===== src/hw/pkt_switch_pkg.sv =====
// ========================================
// Shared constants and types for the 2x2 packet switch.
// Referenced by scoped names from every RTL block.
// ========================================

package pkt_switch_pkg;

   // stream word and port count.
   localparam int data_width = 16;
   localparam int num_ports  = 2;

   // header fields. dest_bit is only meaningful in the first word of a packet.
   localparam int dest_bit = 0;
   localparam int src_bit  = 1;
   localparam int seq_lsb  = 2;

   // output FIFO sizing.
   localparam int fifo_depth     = 4;
   localparam int fifo_ptr_width = $clog2(fifo_depth);
   localparam int fifo_cnt_width = $clog2(fifo_depth + 1);

   typedef logic [fifo_ptr_width-1:0] fifo_ptr_t;
   typedef logic [fifo_cnt_width-1:0] fifo_cnt_t;

   // one stream word with its end of packet flag.
   typedef struct packed {
      logic                  last;
      logic [data_width-1:0] data;
   } stream_word_t;

endpackage

===== src/hw/pkt_switch.sv =====
// ========================================
// Top level of the 2x2 packet switch. Each input has a demux,
// each output a round-robin mux with an output FIFO.
// ========================================

`timescale 1ns/1ns

module pkt_switch (
   input  logic                                 clk,
   input  logic                                 i_reset,
   input  logic [pkt_switch_pkg::num_ports-1:0][pkt_switch_pkg::data_width-1:0] i_tdata,
   input  logic [pkt_switch_pkg::num_ports-1:0] i_tlast,
   input  logic [pkt_switch_pkg::num_ports-1:0] i_tvalid,
   output logic [pkt_switch_pkg::num_ports-1:0] i_tready,
   output logic [pkt_switch_pkg::num_ports-1:0][pkt_switch_pkg::data_width-1:0] o_tdata,
   output logic [pkt_switch_pkg::num_ports-1:0] o_tlast,
   output logic [pkt_switch_pkg::num_ports-1:0] o_tvalid,
   input  logic [pkt_switch_pkg::num_ports-1:0] o_tready
);

   // lanes indexed [demux][port] on the demux side.
   logic [pkt_switch_pkg::num_ports-1:0][pkt_switch_pkg::num_ports-1:0]
         [pkt_switch_pkg::data_width-1:0] demux_tdata;
   logic [pkt_switch_pkg::num_ports-1:0][pkt_switch_pkg::num_ports-1:0] demux_tlast;
   logic [pkt_switch_pkg::num_ports-1:0][pkt_switch_pkg::num_ports-1:0] demux_tvalid;
   logic [pkt_switch_pkg::num_ports-1:0][pkt_switch_pkg::num_ports-1:0] demux_tready;

   // same lanes indexed [port][demux] on the mux side.
   logic [pkt_switch_pkg::num_ports-1:0][pkt_switch_pkg::num_ports-1:0]
         [pkt_switch_pkg::data_width-1:0] mux_tdata;
   logic [pkt_switch_pkg::num_ports-1:0][pkt_switch_pkg::num_ports-1:0] mux_tlast;
   logic [pkt_switch_pkg::num_ports-1:0][pkt_switch_pkg::num_ports-1:0] mux_tvalid;
   logic [pkt_switch_pkg::num_ports-1:0][pkt_switch_pkg::num_ports-1:0] mux_tready;

   for (genvar d = 0; d < pkt_switch_pkg::num_ports; d++) begin : g_demux
      stream_demux u_demux (
         .clk           (clk),
         .i_reset       (i_reset),
         .i_tdata       (i_tdata[d]),
         .i_tlast       (i_tlast[d]),
         .i_tvalid      (i_tvalid[d]),
         .o_tready      (i_tready[d]),
         .o_lane_tdata  (demux_tdata[d]),
         .o_lane_tlast  (demux_tlast[d]),
         .o_lane_tvalid (demux_tvalid[d]),
         .i_lane_tready (demux_tready[d])
      );
   end

   // lane (d, p) crosses from demux d to mux p.
   for (genvar d = 0; d < pkt_switch_pkg::num_ports; d++) begin : g_cross_d
      for (genvar p = 0; p < pkt_switch_pkg::num_ports; p++) begin : g_cross_p
         assign mux_tdata[p][d]    = demux_tdata[d][p];
         assign mux_tlast[p][d]    = demux_tlast[d][p];
         assign mux_tvalid[p][d]   = demux_tvalid[d][p];
         assign demux_tready[d][p] = mux_tready[p][d];
      end
   end

   for (genvar p = 0; p < pkt_switch_pkg::num_ports; p++) begin : g_mux
      packet_mux u_mux (
         .clk           (clk),
         .i_reset       (i_reset),
         .i_lane_tdata  (mux_tdata[p]),
         .i_lane_tlast  (mux_tlast[p]),
         .i_lane_tvalid (mux_tvalid[p]),
         .o_lane_tready (mux_tready[p]),
         .o_tdata       (o_tdata[p]),
         .o_tlast       (o_tlast[p]),
         .o_tvalid      (o_tvalid[p]),
         .i_tready      (o_tready[p])
      );
   end

endmodule


===== src/hw/packet_mux.sv =====
// ========================================
// Round-robin packet multiplexer for one output port.
// Grants a whole packet at a time into the output FIFO.
// ========================================

`timescale 1ns/1ns

module packet_mux (
   input  logic                                 clk,
   input  logic                                 i_reset,
   input  logic [pkt_switch_pkg::num_ports-1:0][pkt_switch_pkg::data_width-1:0] i_lane_tdata,
   input  logic [pkt_switch_pkg::num_ports-1:0] i_lane_tlast,
   input  logic [pkt_switch_pkg::num_ports-1:0] i_lane_tvalid,
   output logic [pkt_switch_pkg::num_ports-1:0] o_lane_tready,
   output logic [pkt_switch_pkg::data_width-1:0] o_tdata,
   output logic                                 o_tlast,
   output logic                                 o_tvalid,
   input  logic                                 i_tready
);

   logic [pkt_switch_pkg::num_ports-1:0] grant;
   logic                                 last_winner;
   logic                                 next_idx;
   logic                                 sel_idx;

   pkt_switch_pkg::stream_word_t fifo_in;
   pkt_switch_pkg::stream_word_t fifo_out;
   logic                         fifo_in_valid;
   logic                         fifo_ready;
   logic                         fifo_wr;

   // the lane that lost last time wins a tie.
   assign next_idx = i_lane_tvalid[~last_winner] ? ~last_winner : last_winner;

   assign sel_idx = grant[1];

   always_ff @(posedge clk) begin
      if (i_reset) begin
         grant       <= '0;
         last_winner <= 1'b0;
      end else if (grant == '0) begin
         if (|i_lane_tvalid) begin
            grant[next_idx] <= 1'b1;
            last_winner     <= next_idx;
         end
      end else if (fifo_wr & fifo_in.last) begin
         grant <= '0;
      end
   end

   assign fifo_in       = '{last: i_lane_tlast[sel_idx], data: i_lane_tdata[sel_idx]};
   assign fifo_in_valid = |(i_lane_tvalid & grant);
   assign fifo_wr       = fifo_in_valid & fifo_ready;

   assign o_lane_tready = grant & {pkt_switch_pkg::num_ports{fifo_ready}};

   stream_fifo #(
      .T (pkt_switch_pkg::stream_word_t)
   ) u_fifo (
      .clk     (clk),
      .i_reset (i_reset),
      .i_data  (fifo_in),
      .i_valid (fifo_in_valid),
      .o_ready (fifo_ready),
      .o_data  (fifo_out),
      .o_valid (o_tvalid),
      .i_ready (i_tready)
   );

   assign o_tdata = fifo_out.data;
   assign o_tlast = fifo_out.last;

endmodule


===== src/hw/stream_demux.sv =====
// ========================================
// Packet demultiplexer. Routes each packet to the lane named
// by dest_bit of its header, with one bubble cycle per packet.
// ========================================

`timescale 1ns/1ns

module stream_demux (
   input  logic                                 clk,
   input  logic                                 i_reset,
   input  logic [pkt_switch_pkg::data_width-1:0] i_tdata,
   input  logic                                 i_tlast,
   input  logic                                 i_tvalid,
   output logic                                 o_tready,
   output logic [pkt_switch_pkg::num_ports-1:0][pkt_switch_pkg::data_width-1:0] o_lane_tdata,
   output logic [pkt_switch_pkg::num_ports-1:0] o_lane_tlast,
   output logic [pkt_switch_pkg::num_ports-1:0] o_lane_tvalid,
   input  logic [pkt_switch_pkg::num_ports-1:0] i_lane_tready
);

   // one-hot select, all zero while waiting for a header.
   logic [pkt_switch_pkg::num_ports-1:0] sel;
   logic                                 xfer_last;

   assign xfer_last = o_tready & i_tvalid & i_tlast;

   always_ff @(posedge clk) begin
      if (i_reset) begin
         sel <= '0;
      end else if (sel == '0) begin
         // header seen, latch the route. nothing moves this cycle.
         if (i_tvalid) begin
            sel[i_tdata[pkt_switch_pkg::dest_bit]] <= 1'b1;
         end
      end else if (xfer_last) begin
         sel <= '0;
      end
   end

   // data and last go to every lane, valid only to the selected one.
   assign o_lane_tdata  = {pkt_switch_pkg::num_ports{i_tdata}};
   assign o_lane_tlast  = {pkt_switch_pkg::num_ports{i_tlast}};
   assign o_lane_tvalid = {pkt_switch_pkg::num_ports{i_tvalid}} & sel;

   assign o_tready = |(i_lane_tready & sel);

endmodule


===== src/hw/stream_fifo.sv =====
// ========================================
// Synchronous FIFO with valid/ready on both sides.
// The payload type is set by the type parameter T.
// ========================================

`timescale 1ns/1ns

module stream_fifo #(
   parameter type T = pkt_switch_pkg::stream_word_t
) (
   input  logic clk,
   input  logic i_reset,
   input  T     i_data,
   input  logic i_valid,
   output logic o_ready,
   output T     o_data,
   output logic o_valid,
   input  logic i_ready
);

   T                          mem [pkt_switch_pkg::fifo_depth];
   pkt_switch_pkg::fifo_ptr_t wr_ptr;
   pkt_switch_pkg::fifo_ptr_t rd_ptr;
   pkt_switch_pkg::fifo_cnt_t count;
   logic                      wr_en;
   logic                      rd_en;

   assign o_ready = (count != pkt_switch_pkg::fifo_cnt_t'(pkt_switch_pkg::fifo_depth));
   assign o_valid = (count != '0);
   assign o_data  = mem[rd_ptr];

   assign wr_en = i_valid & o_ready;
   assign rd_en = o_valid & i_ready;

   always_ff @(posedge clk) begin
      if (wr_en) begin
         mem[wr_ptr] <= i_data;
      end
   end

   // pointers wrap at the last entry, so any depth works.
   always_ff @(posedge clk) begin
      if (i_reset) begin
         wr_ptr <= '0;
         rd_ptr <= '0;
         count  <= '0;
      end else begin
         if (wr_en) begin
            if (wr_ptr == pkt_switch_pkg::fifo_ptr_t'(pkt_switch_pkg::fifo_depth - 1)) begin
               wr_ptr <= '0;
            end else begin
               wr_ptr <= wr_ptr + 1'b1;
            end
         end
         if (rd_en) begin
            if (rd_ptr == pkt_switch_pkg::fifo_ptr_t'(pkt_switch_pkg::fifo_depth - 1)) begin
               rd_ptr <= '0;
            end else begin
               rd_ptr <= rd_ptr + 1'b1;
            end
         end
         case ({wr_en, rd_en})
            2'b10:   count <= count + 1'b1;
            2'b01:   count <= count - 1'b1;
            default: count <= count;
         endcase
      end
   end

endmodule


===== config.mk =====
export PLATFORM = sky130hd
export DESIGN_NAME = pkt_switch
export DESIGN_NICKNAME = d
export VERILOG_FILES = /design/src/hw/pkt_switch_pkg.sv /design/src/hw/pkt_switch.sv /design/src/hw/packet_mux.sv /design/src/hw/stream_demux.sv /design/src/hw/stream_fifo.sv
export SDC_FILE = /design/constraint.sdc
export NUM_CORES = 1
export LEC_CHECK = 0
export ABC_CLOCK_PERIOD_IN_PS = 6200
export BUFFER_PORTS_ARGS = -buffer_cell sky130_fd_sc_hd__buf_2
export CORE_MARGIN = 4
export CORE_UTILIZATION = 40
export DETAILED_ROUTE_END_ITERATION = 8
export PLACE_DENSITY = 0.6
export REMOVE_ABC_BUFFERS = 1
export SYNTH_ARGS = -nofsm -noshare
export SYNTH_HDL_FRONTEND = slang
export SYNTH_SLANG_ARGS = --single-unit

===== constraint.sdc =====
create_clock -name clk -period 6.2 [get_ports clk]
set_clock_uncertainty 0.2 [all_clocks]
set_input_delay 1.24 -clock clk [delete_from_list [all_inputs] [get_ports clk]]
set_output_delay 1.24 -clock clk [all_outputs]
set_load 0.005 [all_outputs]

# Yosys cells after proc, flatten, opt, wreduce, memory -nomap -nowiden
# Memory sizes are Yosys's and may differ from the RTL's. A register that Yosys moved wholly into a read port is not among the register bits.
# Index checks and enable logic that the tools add are counted.
[totals]
reg_bits = 24
mem_bits_rw = 136
input_bits = 40
out_inout_bits = 38
elab_cells = 148
n_memories = 2
[classes]
addsub = 8
order_cmp = 12
eq_ne = 14
mux = 48
bitwise_logic = 24
reduce_logical = 28
[mem_list]
columns = ["name", "words", "word_bits", "read_ports", "rd_clocked_by_memory_dff", "wr", "line", "text"]
rows = [
  ["g_mux[0].u_mux.u_fifo.mem", 4, 17, 1, 1, 1, "stream_fifo.sv:21", "T mem [pkt_switch_pkg::fifo_depth];"],
  ["g_mux[1].u_mux.u_fifo.mem", 4, 17, 1, 1, 1, "stream_fifo.sv:21", ""],
]
[op_table]
columns = ["cell", "n"]
rows = [
  ["16-bit two-way mux", 4],
  ["2-bit two-way mux", 20],
  ["1-bit two-way mux", 18],
  ["2-bit AND", 8],
  ["1-bit by 2-bit less-than comparator with 1-bit output, second input constant", 8],
  ["2-bit == test, second input constant", 6],
  ["3-bit one-hot mux with 2 select lines", 2],
  ["2-bit AND reduction", 6],
  ["2-bit nonzero test", 6],
  ["2-bit OR reduction", 6],
  ["1-bit AND", 10],
  ["2-bit by 1-bit adder with 2-bit output, second input constant", 4],
  ["2-bit zero test", 4],
  ["2-bit != test, second input constant", 4],
  ["2-bit OR", 4],
  ["3-bit by 1-bit adder with 3-bit output, second input constant", 2],
  ["3-bit != test, second input constant", 2],
  ["3-bit nonzero test", 2],
  ["3-bit by 1-bit subtractor with 3-bit output, second input constant", 2],
  ["1-bit demux with 1-bit select", 4],
  ["2-bit by 1-bit == test with 1-bit output, second input constant", 2],
  ["1-bit >= comparator, second input constant", 4],
  ["1-bit logical AND", 4],
  ["1-bit NOT", 2],
]

# Depth between registers and ports, before layout
[logic_depth]
depth_word = 11
ltp_mapped = 10
ltp_nobuf = 10

# Hierarchy
# From an unflattened synthesis, not the netlist that was laid out.
[hier_totals]
hier_cells = 454
area_unflattened_um2 = 7444.6
[modules_own_cells]
columns = ["module", "instances", "cells_each", "area_per_inst_um2", "seq_area_each_um2"]
rows = [
  ["stream_fifo", 2, 141, 2949.1, 2222.1],
  ["packet_mux", 2, 40, 399.1, 60.1],
  ["stream_demux", 2, 46, 374.1, 40.0],
]

# Worst setup path before layout
# No wires, ideal clock.
[synth_timing]
kind = "input to register"
start = "input i_tvalid[0] (netlist bit)"
end = "register g_mux[1].u_mux.u_fifo.count[2]"
t_arrival_ns = 2.885
required_time_ns = 5.929
setup_slack_ns = 3.044
path_stages = 10
path_buffers = 1
cell_sequence = "buf_2 -> nand4_2 -> nand2_2 -> inv_1 -> ha_1 -> inv_1 -> fa_1 -> xor2_1 -> or3_1 -> a21oi_1"
[synth_between]
elab_chain_cells = 6
elab_cells_between_ends = 8
classes_between = "2 x eq/ne; 1 x mux; 3 x bitwise; 2 x reduce/logical"
[synth_lines]
columns = ["element", "line", "text"]
rows = [
  ["from (decl)", "pkt_switch.sv:13", "input logic [pkt_switch_pkg::num_ports-1:0] i_tvalid,"],
  ["2-bit AND (*)", "stream_demux.sv:43", "assign o_lane_tvalid = {pkt_switch_pkg::num_ports{i_tvalid}} & sel;"],
  ["2-bit AND (*)", "packet_mux.sv:52", "assign fifo_in_valid = |(i_lane_tvalid & grant);"],
  ["2-bit OR reduction (*)", "packet_mux.sv:52", ""],
  ["1-bit AND (*)", "stream_fifo.sv:32", "assign wr_en = i_valid & o_ready;"],
  ["2-bit by 1-bit == test with 1-bit output or 2-bit == test (tied branches)", "stream_fifo.sv:62", "case ({wr_en, rd_en})"],
  ["3-bit one-hot mux with 2 select lines or 2-bit nonzero test (tied branches)", "-", ""],
  ["to (signal assigned)", "stream_fifo.sv:63", "2'b10: count <= count + 1'b1;"],
  ["to (signal assigned)", "stream_fifo.sv:64", "2'b01: count <= count - 1'b1;"],
  ["to (signal assigned)", "stream_fifo.sv:65", "default: count <= count;"],
  ["to (decl)", "stream_fifo.sv:24", "pkt_switch_pkg::fifo_cnt_t count;"],
]
# Mark *: on every way between the ends. The rest lies on a longest branch, timed or not.
# A chain may end at the register's enable or synchronous reset.

# Worst setup path in the final report
[layout_timing]
start = "register g_mux[0].u_mux.grant[1] (netlist bit)"
end = "output i_tready[1] (netlist bit)"
[layout_between]
elab_chain_cells = 3
[layout_lines]
columns = ["element", "line", "text"]
rows = [
  ["from (decl)", "packet_mux.sv:21", "logic [pkt_switch_pkg::num_ports-1:0] grant;"],
  ["from (signal assigned)", "packet_mux.sv:39", "grant <= '0;"],
  ["from (signal, indexed assignment)", "packet_mux.sv:43", "grant[next_idx] <= 1'b1;"],
  ["from (signal assigned)", "packet_mux.sv:47", "grant <= '0;"],
  ["2-bit AND", "packet_mux.sv:55", "assign o_lane_tready = grant & {pkt_switch_pkg::num_ports{fifo_ready}};"],
  ["2-bit AND", "stream_demux.sv:45", "assign o_tready = |(i_lane_tready & sel);"],
  ["2-bit OR reduction", "stream_demux.sv:45", ""],
  ["to (decl)", "pkt_switch.sv:14", "output logic [pkt_switch_pkg::num_ports-1:0] i_tready,"],
]
# Every way passes these cells.

==> results.cfg <==
[run_status]
status = completed

[job]
cap_violations = 0

[synthesis]
synthTopCellsByArea = edfxtp_1, mux4_2, dfxtp_1
yosysTopAreaCell = edfxtp_1
ys_ff_latch = 164
synth-edff-count = 136
ys_async_sr_fraction_pct = 0
avgSynthCellArea_um2 = 17.27
yosys.area.top_type_share_pct = 59.42
netlist_area_mm2 = 0.006873
ys_seq_area_share_pct = 67.58
synthDistinctLibCells = 44
ys.flop_type = edfxtp_1
syn_inst = 398
ys.warnings.count = 0

[route]
drcViolationCount = 0
via_per_inst = 5.174
num_vias = 3648
dr.pass1.iters = 4
first_iter_violations = 181
routedWlPerCell_um = 18.43
ant_nets = 0
wirelength_mm = 12.99

[cells_and_area]
final_common_cell = edfxtp_1
mostFrequentLayoutCells = edfxtp_1, buf_2, mux4_2, dfxtp_1, mux2_2
n_antenna_cell = 0
area.growth.synth_to_final_pct = 15.95
fillers = 1455
final_layout_size_suffix_gt1_share_pct = 35.46
fin_nets = 526

[worst_setup_path]
slowest_delay_ns = 0.95
end_kind = primary output
cp_num_buf_inv = 2
rrSetupSlack_ns = 3.26
critPathSlowestCell = dfxtp_1
reg2reg_from = g_mux[0].u_mux.grant[1]$_SDFFE_PP0P_
r2r_end = g_mux[0].u_mux.u_fifo.mem[1][15]$_DFFE_PP_
cp-endpoint = i_tready[1]
rr_worst_depth = 3
path_cells = and2_1 -> a32oi_2 -> inv_1 -> buf_2
crit_family = flip-flops
critPathLaunch = g_mux[0].u_mux.grant[1]$_SDFFE_PP0P_
cp.required_ns = 4.76
arrival_ns = 1.92
path_class = flop to primary output
crit_cells = 4
cp_max_fo = 24
start_kind = flop

[power]
p_comb_share_pct = 4.2
power.internal_w = 0.001837
p_sw_share_pct = 19.88
power.switching_w = 0.0004560
total_power_w = 0.002293
p_seq_share_pct = 53.2
leakage_nw = 2.671
peakVddDrop_v = 0.0001941
power.share.clock_pct = 42.6
power_density_mw_per_mm2 = 287.8

[floorplan]
num_io_pins = 78
initial_utilization_pct = 41.15
fp.coreArea_mm2 = 0.01670
die_w_um = 139.1
std_cell_rows = 47
die_area_mm2 = 0.01934
die_y_um = 139.1

[placed_design]
io_buffers = 77
gp_congestion = 0.8892
dp_hpwl_mm = 9.025

[timing]
fin_tns_setup_ns = 0
slew_viol_final = 0
relSlewSlack_pct = 31.79
fin_crit_sh_pct = 54.13
setup_viol = 0
hold_viol = 0
worstMarginPinSlew_ns = 1.022
layout_min_cycle_time_ns = 3.356
rsz0062_at_grt = no
fmax_mhz = 298.0

[hold_path]
hold_path_class = flop to flop

[clock_network]
clk_pin_slew_worst_paths_ns = 0.06
cts_buffers = 17
post-cts-setup-buffers = 0
cts.sinks = 164
post_cts_resized = 0
ctsLongestPathBuffers = 2
cts_tree = done
ctsHoldBuffers = 0
htree_levels = 4
cts_root_buffer = clkbuf_16
clkLatencyLatePin_ns = 0.42

[grt]
antenna_found_initial = 0
grt_max_degree = 26
grt_first_pass_wirelength_mm = 20.91
grt_pass1_vias = 3773
grt.total_usage_pct = 14.21
grt-ovfl-total = 0
per-stage QoR:
stage               worst slack, ns  cell area [um2]  util, %  hold WS (ns)  cells
floorplan                     3.217             6743        -        0.2467    374
detailed placement            2.854             7418    44.42        0.2881    673
CTS                           2.783             7969    47.72        0.2985    705
finish                        2.844             7969    47.72        0.2949    705
global placement              2.904             7418    44.42        0.2663    673
global route                  2.665             7969    47.72        0.3241    705
cell type report:
| cell class | count | area (um2) | area share (%) |
|---|---|---|---|
| repair buffers | 79 | 400.4 | 5.024 |
| inverters | 17 | 63.81 | 0.8008 |
| flip-flops and latches | 164 | 4644 | 58.28 |
| well taps | 220 | 275.3 | 3.454 |
| clock buffers | 21 | 440.4 | 5.527 |
| clock inverters | 11 | 110.1 | 1.382 |
| multi-input cells | 193 | 2034 | 25.53 |
kinds of logic after synthesis:
family          synth area share [%]
compound gates                 4.296
flops                          67.58
buf+inv                        2.822
mux                            16.68
xor+xnor                      0.5097
simple gates                   5.353
fa+ha+maj                      2.767
Yosys cell counts (3+ instances only):
cell and instances:
nand2_1 14, buf_2 6, nor2_1 13, mux2_2 24
dfxtp_1 28, a21oi_1 19, and2_1 10, ha_1 12
buf_4 8, buf_1 4, edfxtp_1 136, or3_1 7
clkbuf_1 4, a21bo_1 3, mux4_2 34, o21ai_1 4
o21ai_0 5, inv_1 17, mux2_1 8, xor2_1 4
nand3_1 8
how the worst min path moves through the flow:
stage / startpoint / endpoint / slack, ns / cells past startpoint
2_1_floorplan: g_mux[1].u_mux.u_fifo.rd_ptr[1]$_SDFFE_PP0P_ / flop / 0.25 / 2
3_5_place_dp: g_mux[1].u_mux.u_fifo.rd_ptr[1]$_SDFFE_PP0P_ / flop / 0.29 / 2
4_1_cts: g_mux[1].u_mux.u_fifo.rd_ptr[1]$_SDFFE_PP0P_ / flop / 0.30 / 2
5_1_grt: g_mux[1].u_mux.u_fifo.wr_ptr[1]$_SDFFE_PP0P_ / g_mux[1].u_mux.u_fifo.wr_ptr[1]$_SDFFE_PP0P_ / 0.32 / 2
3_3_place_gp: g_mux[1].u_mux.u_fifo.rd_ptr[1]$_SDFFE_PP0P_ / g_mux[1].u_mux.u_fifo.rd_ptr[1]$_SDFFE_PP0P_ / 0.27 / 2
6_report: g_mux[1].u_mux.u_fifo.rd_ptr[1]$_SDFFE_PP0P_ / flop / 0.29 / 2
routing by layer:
| layer | global-route usage, % | part of all wire [%] | vias to the layer above |
|---|---|---|---|
| met5 | 0 | 0 | - |
| met4 | 4.171 | 1.0 | 0 |
| met3 | 5.069 | 5.5 | 14 |
| met2 | 21.66 | 47 | 105 |
| met1 | 19.38 | 46 | 1832 |
| li1 | - | - | 1697 |
sequential cells by signal, summed over array words and instances (netlist names), named ones only:
register	count
g_demux.u_demux.sel	4
g_mux.u_mux.u_fifo.count	6
g_mux.u_mux.u_fifo.wr_ptr	4
g_mux.u_mux.last_winner	2
g_mux.u_mux.u_fifo.rd_ptr	4
g_mux.u_mux.grant	4
g_mux.u_mux.u_fifo.mem	136
tightest hold or removal path, delay by kind of cell, from the launching register on:
family          cells  cell delay [ns]
compound gates      1             0.07
flops               1             0.31
simple gates        1             0.05
power groups by stage:
stage / logic (W) / clock network, W / registers (W)
global route: 0.000107 / 0.00105 / 0.00122
global placement: 0.0000962 / 0 / 0.00124
floorplan: 0.0000518 / 0 / 0.00124
detailed placement: 0.0000984 / 0 / 0.00124
finish: 0.0000973 / 0.000976 / 0.00122
CTS: 0.0000988 / 0.000997 / 0.00122
Note: power is estimated with default switching activity, not from simulation.
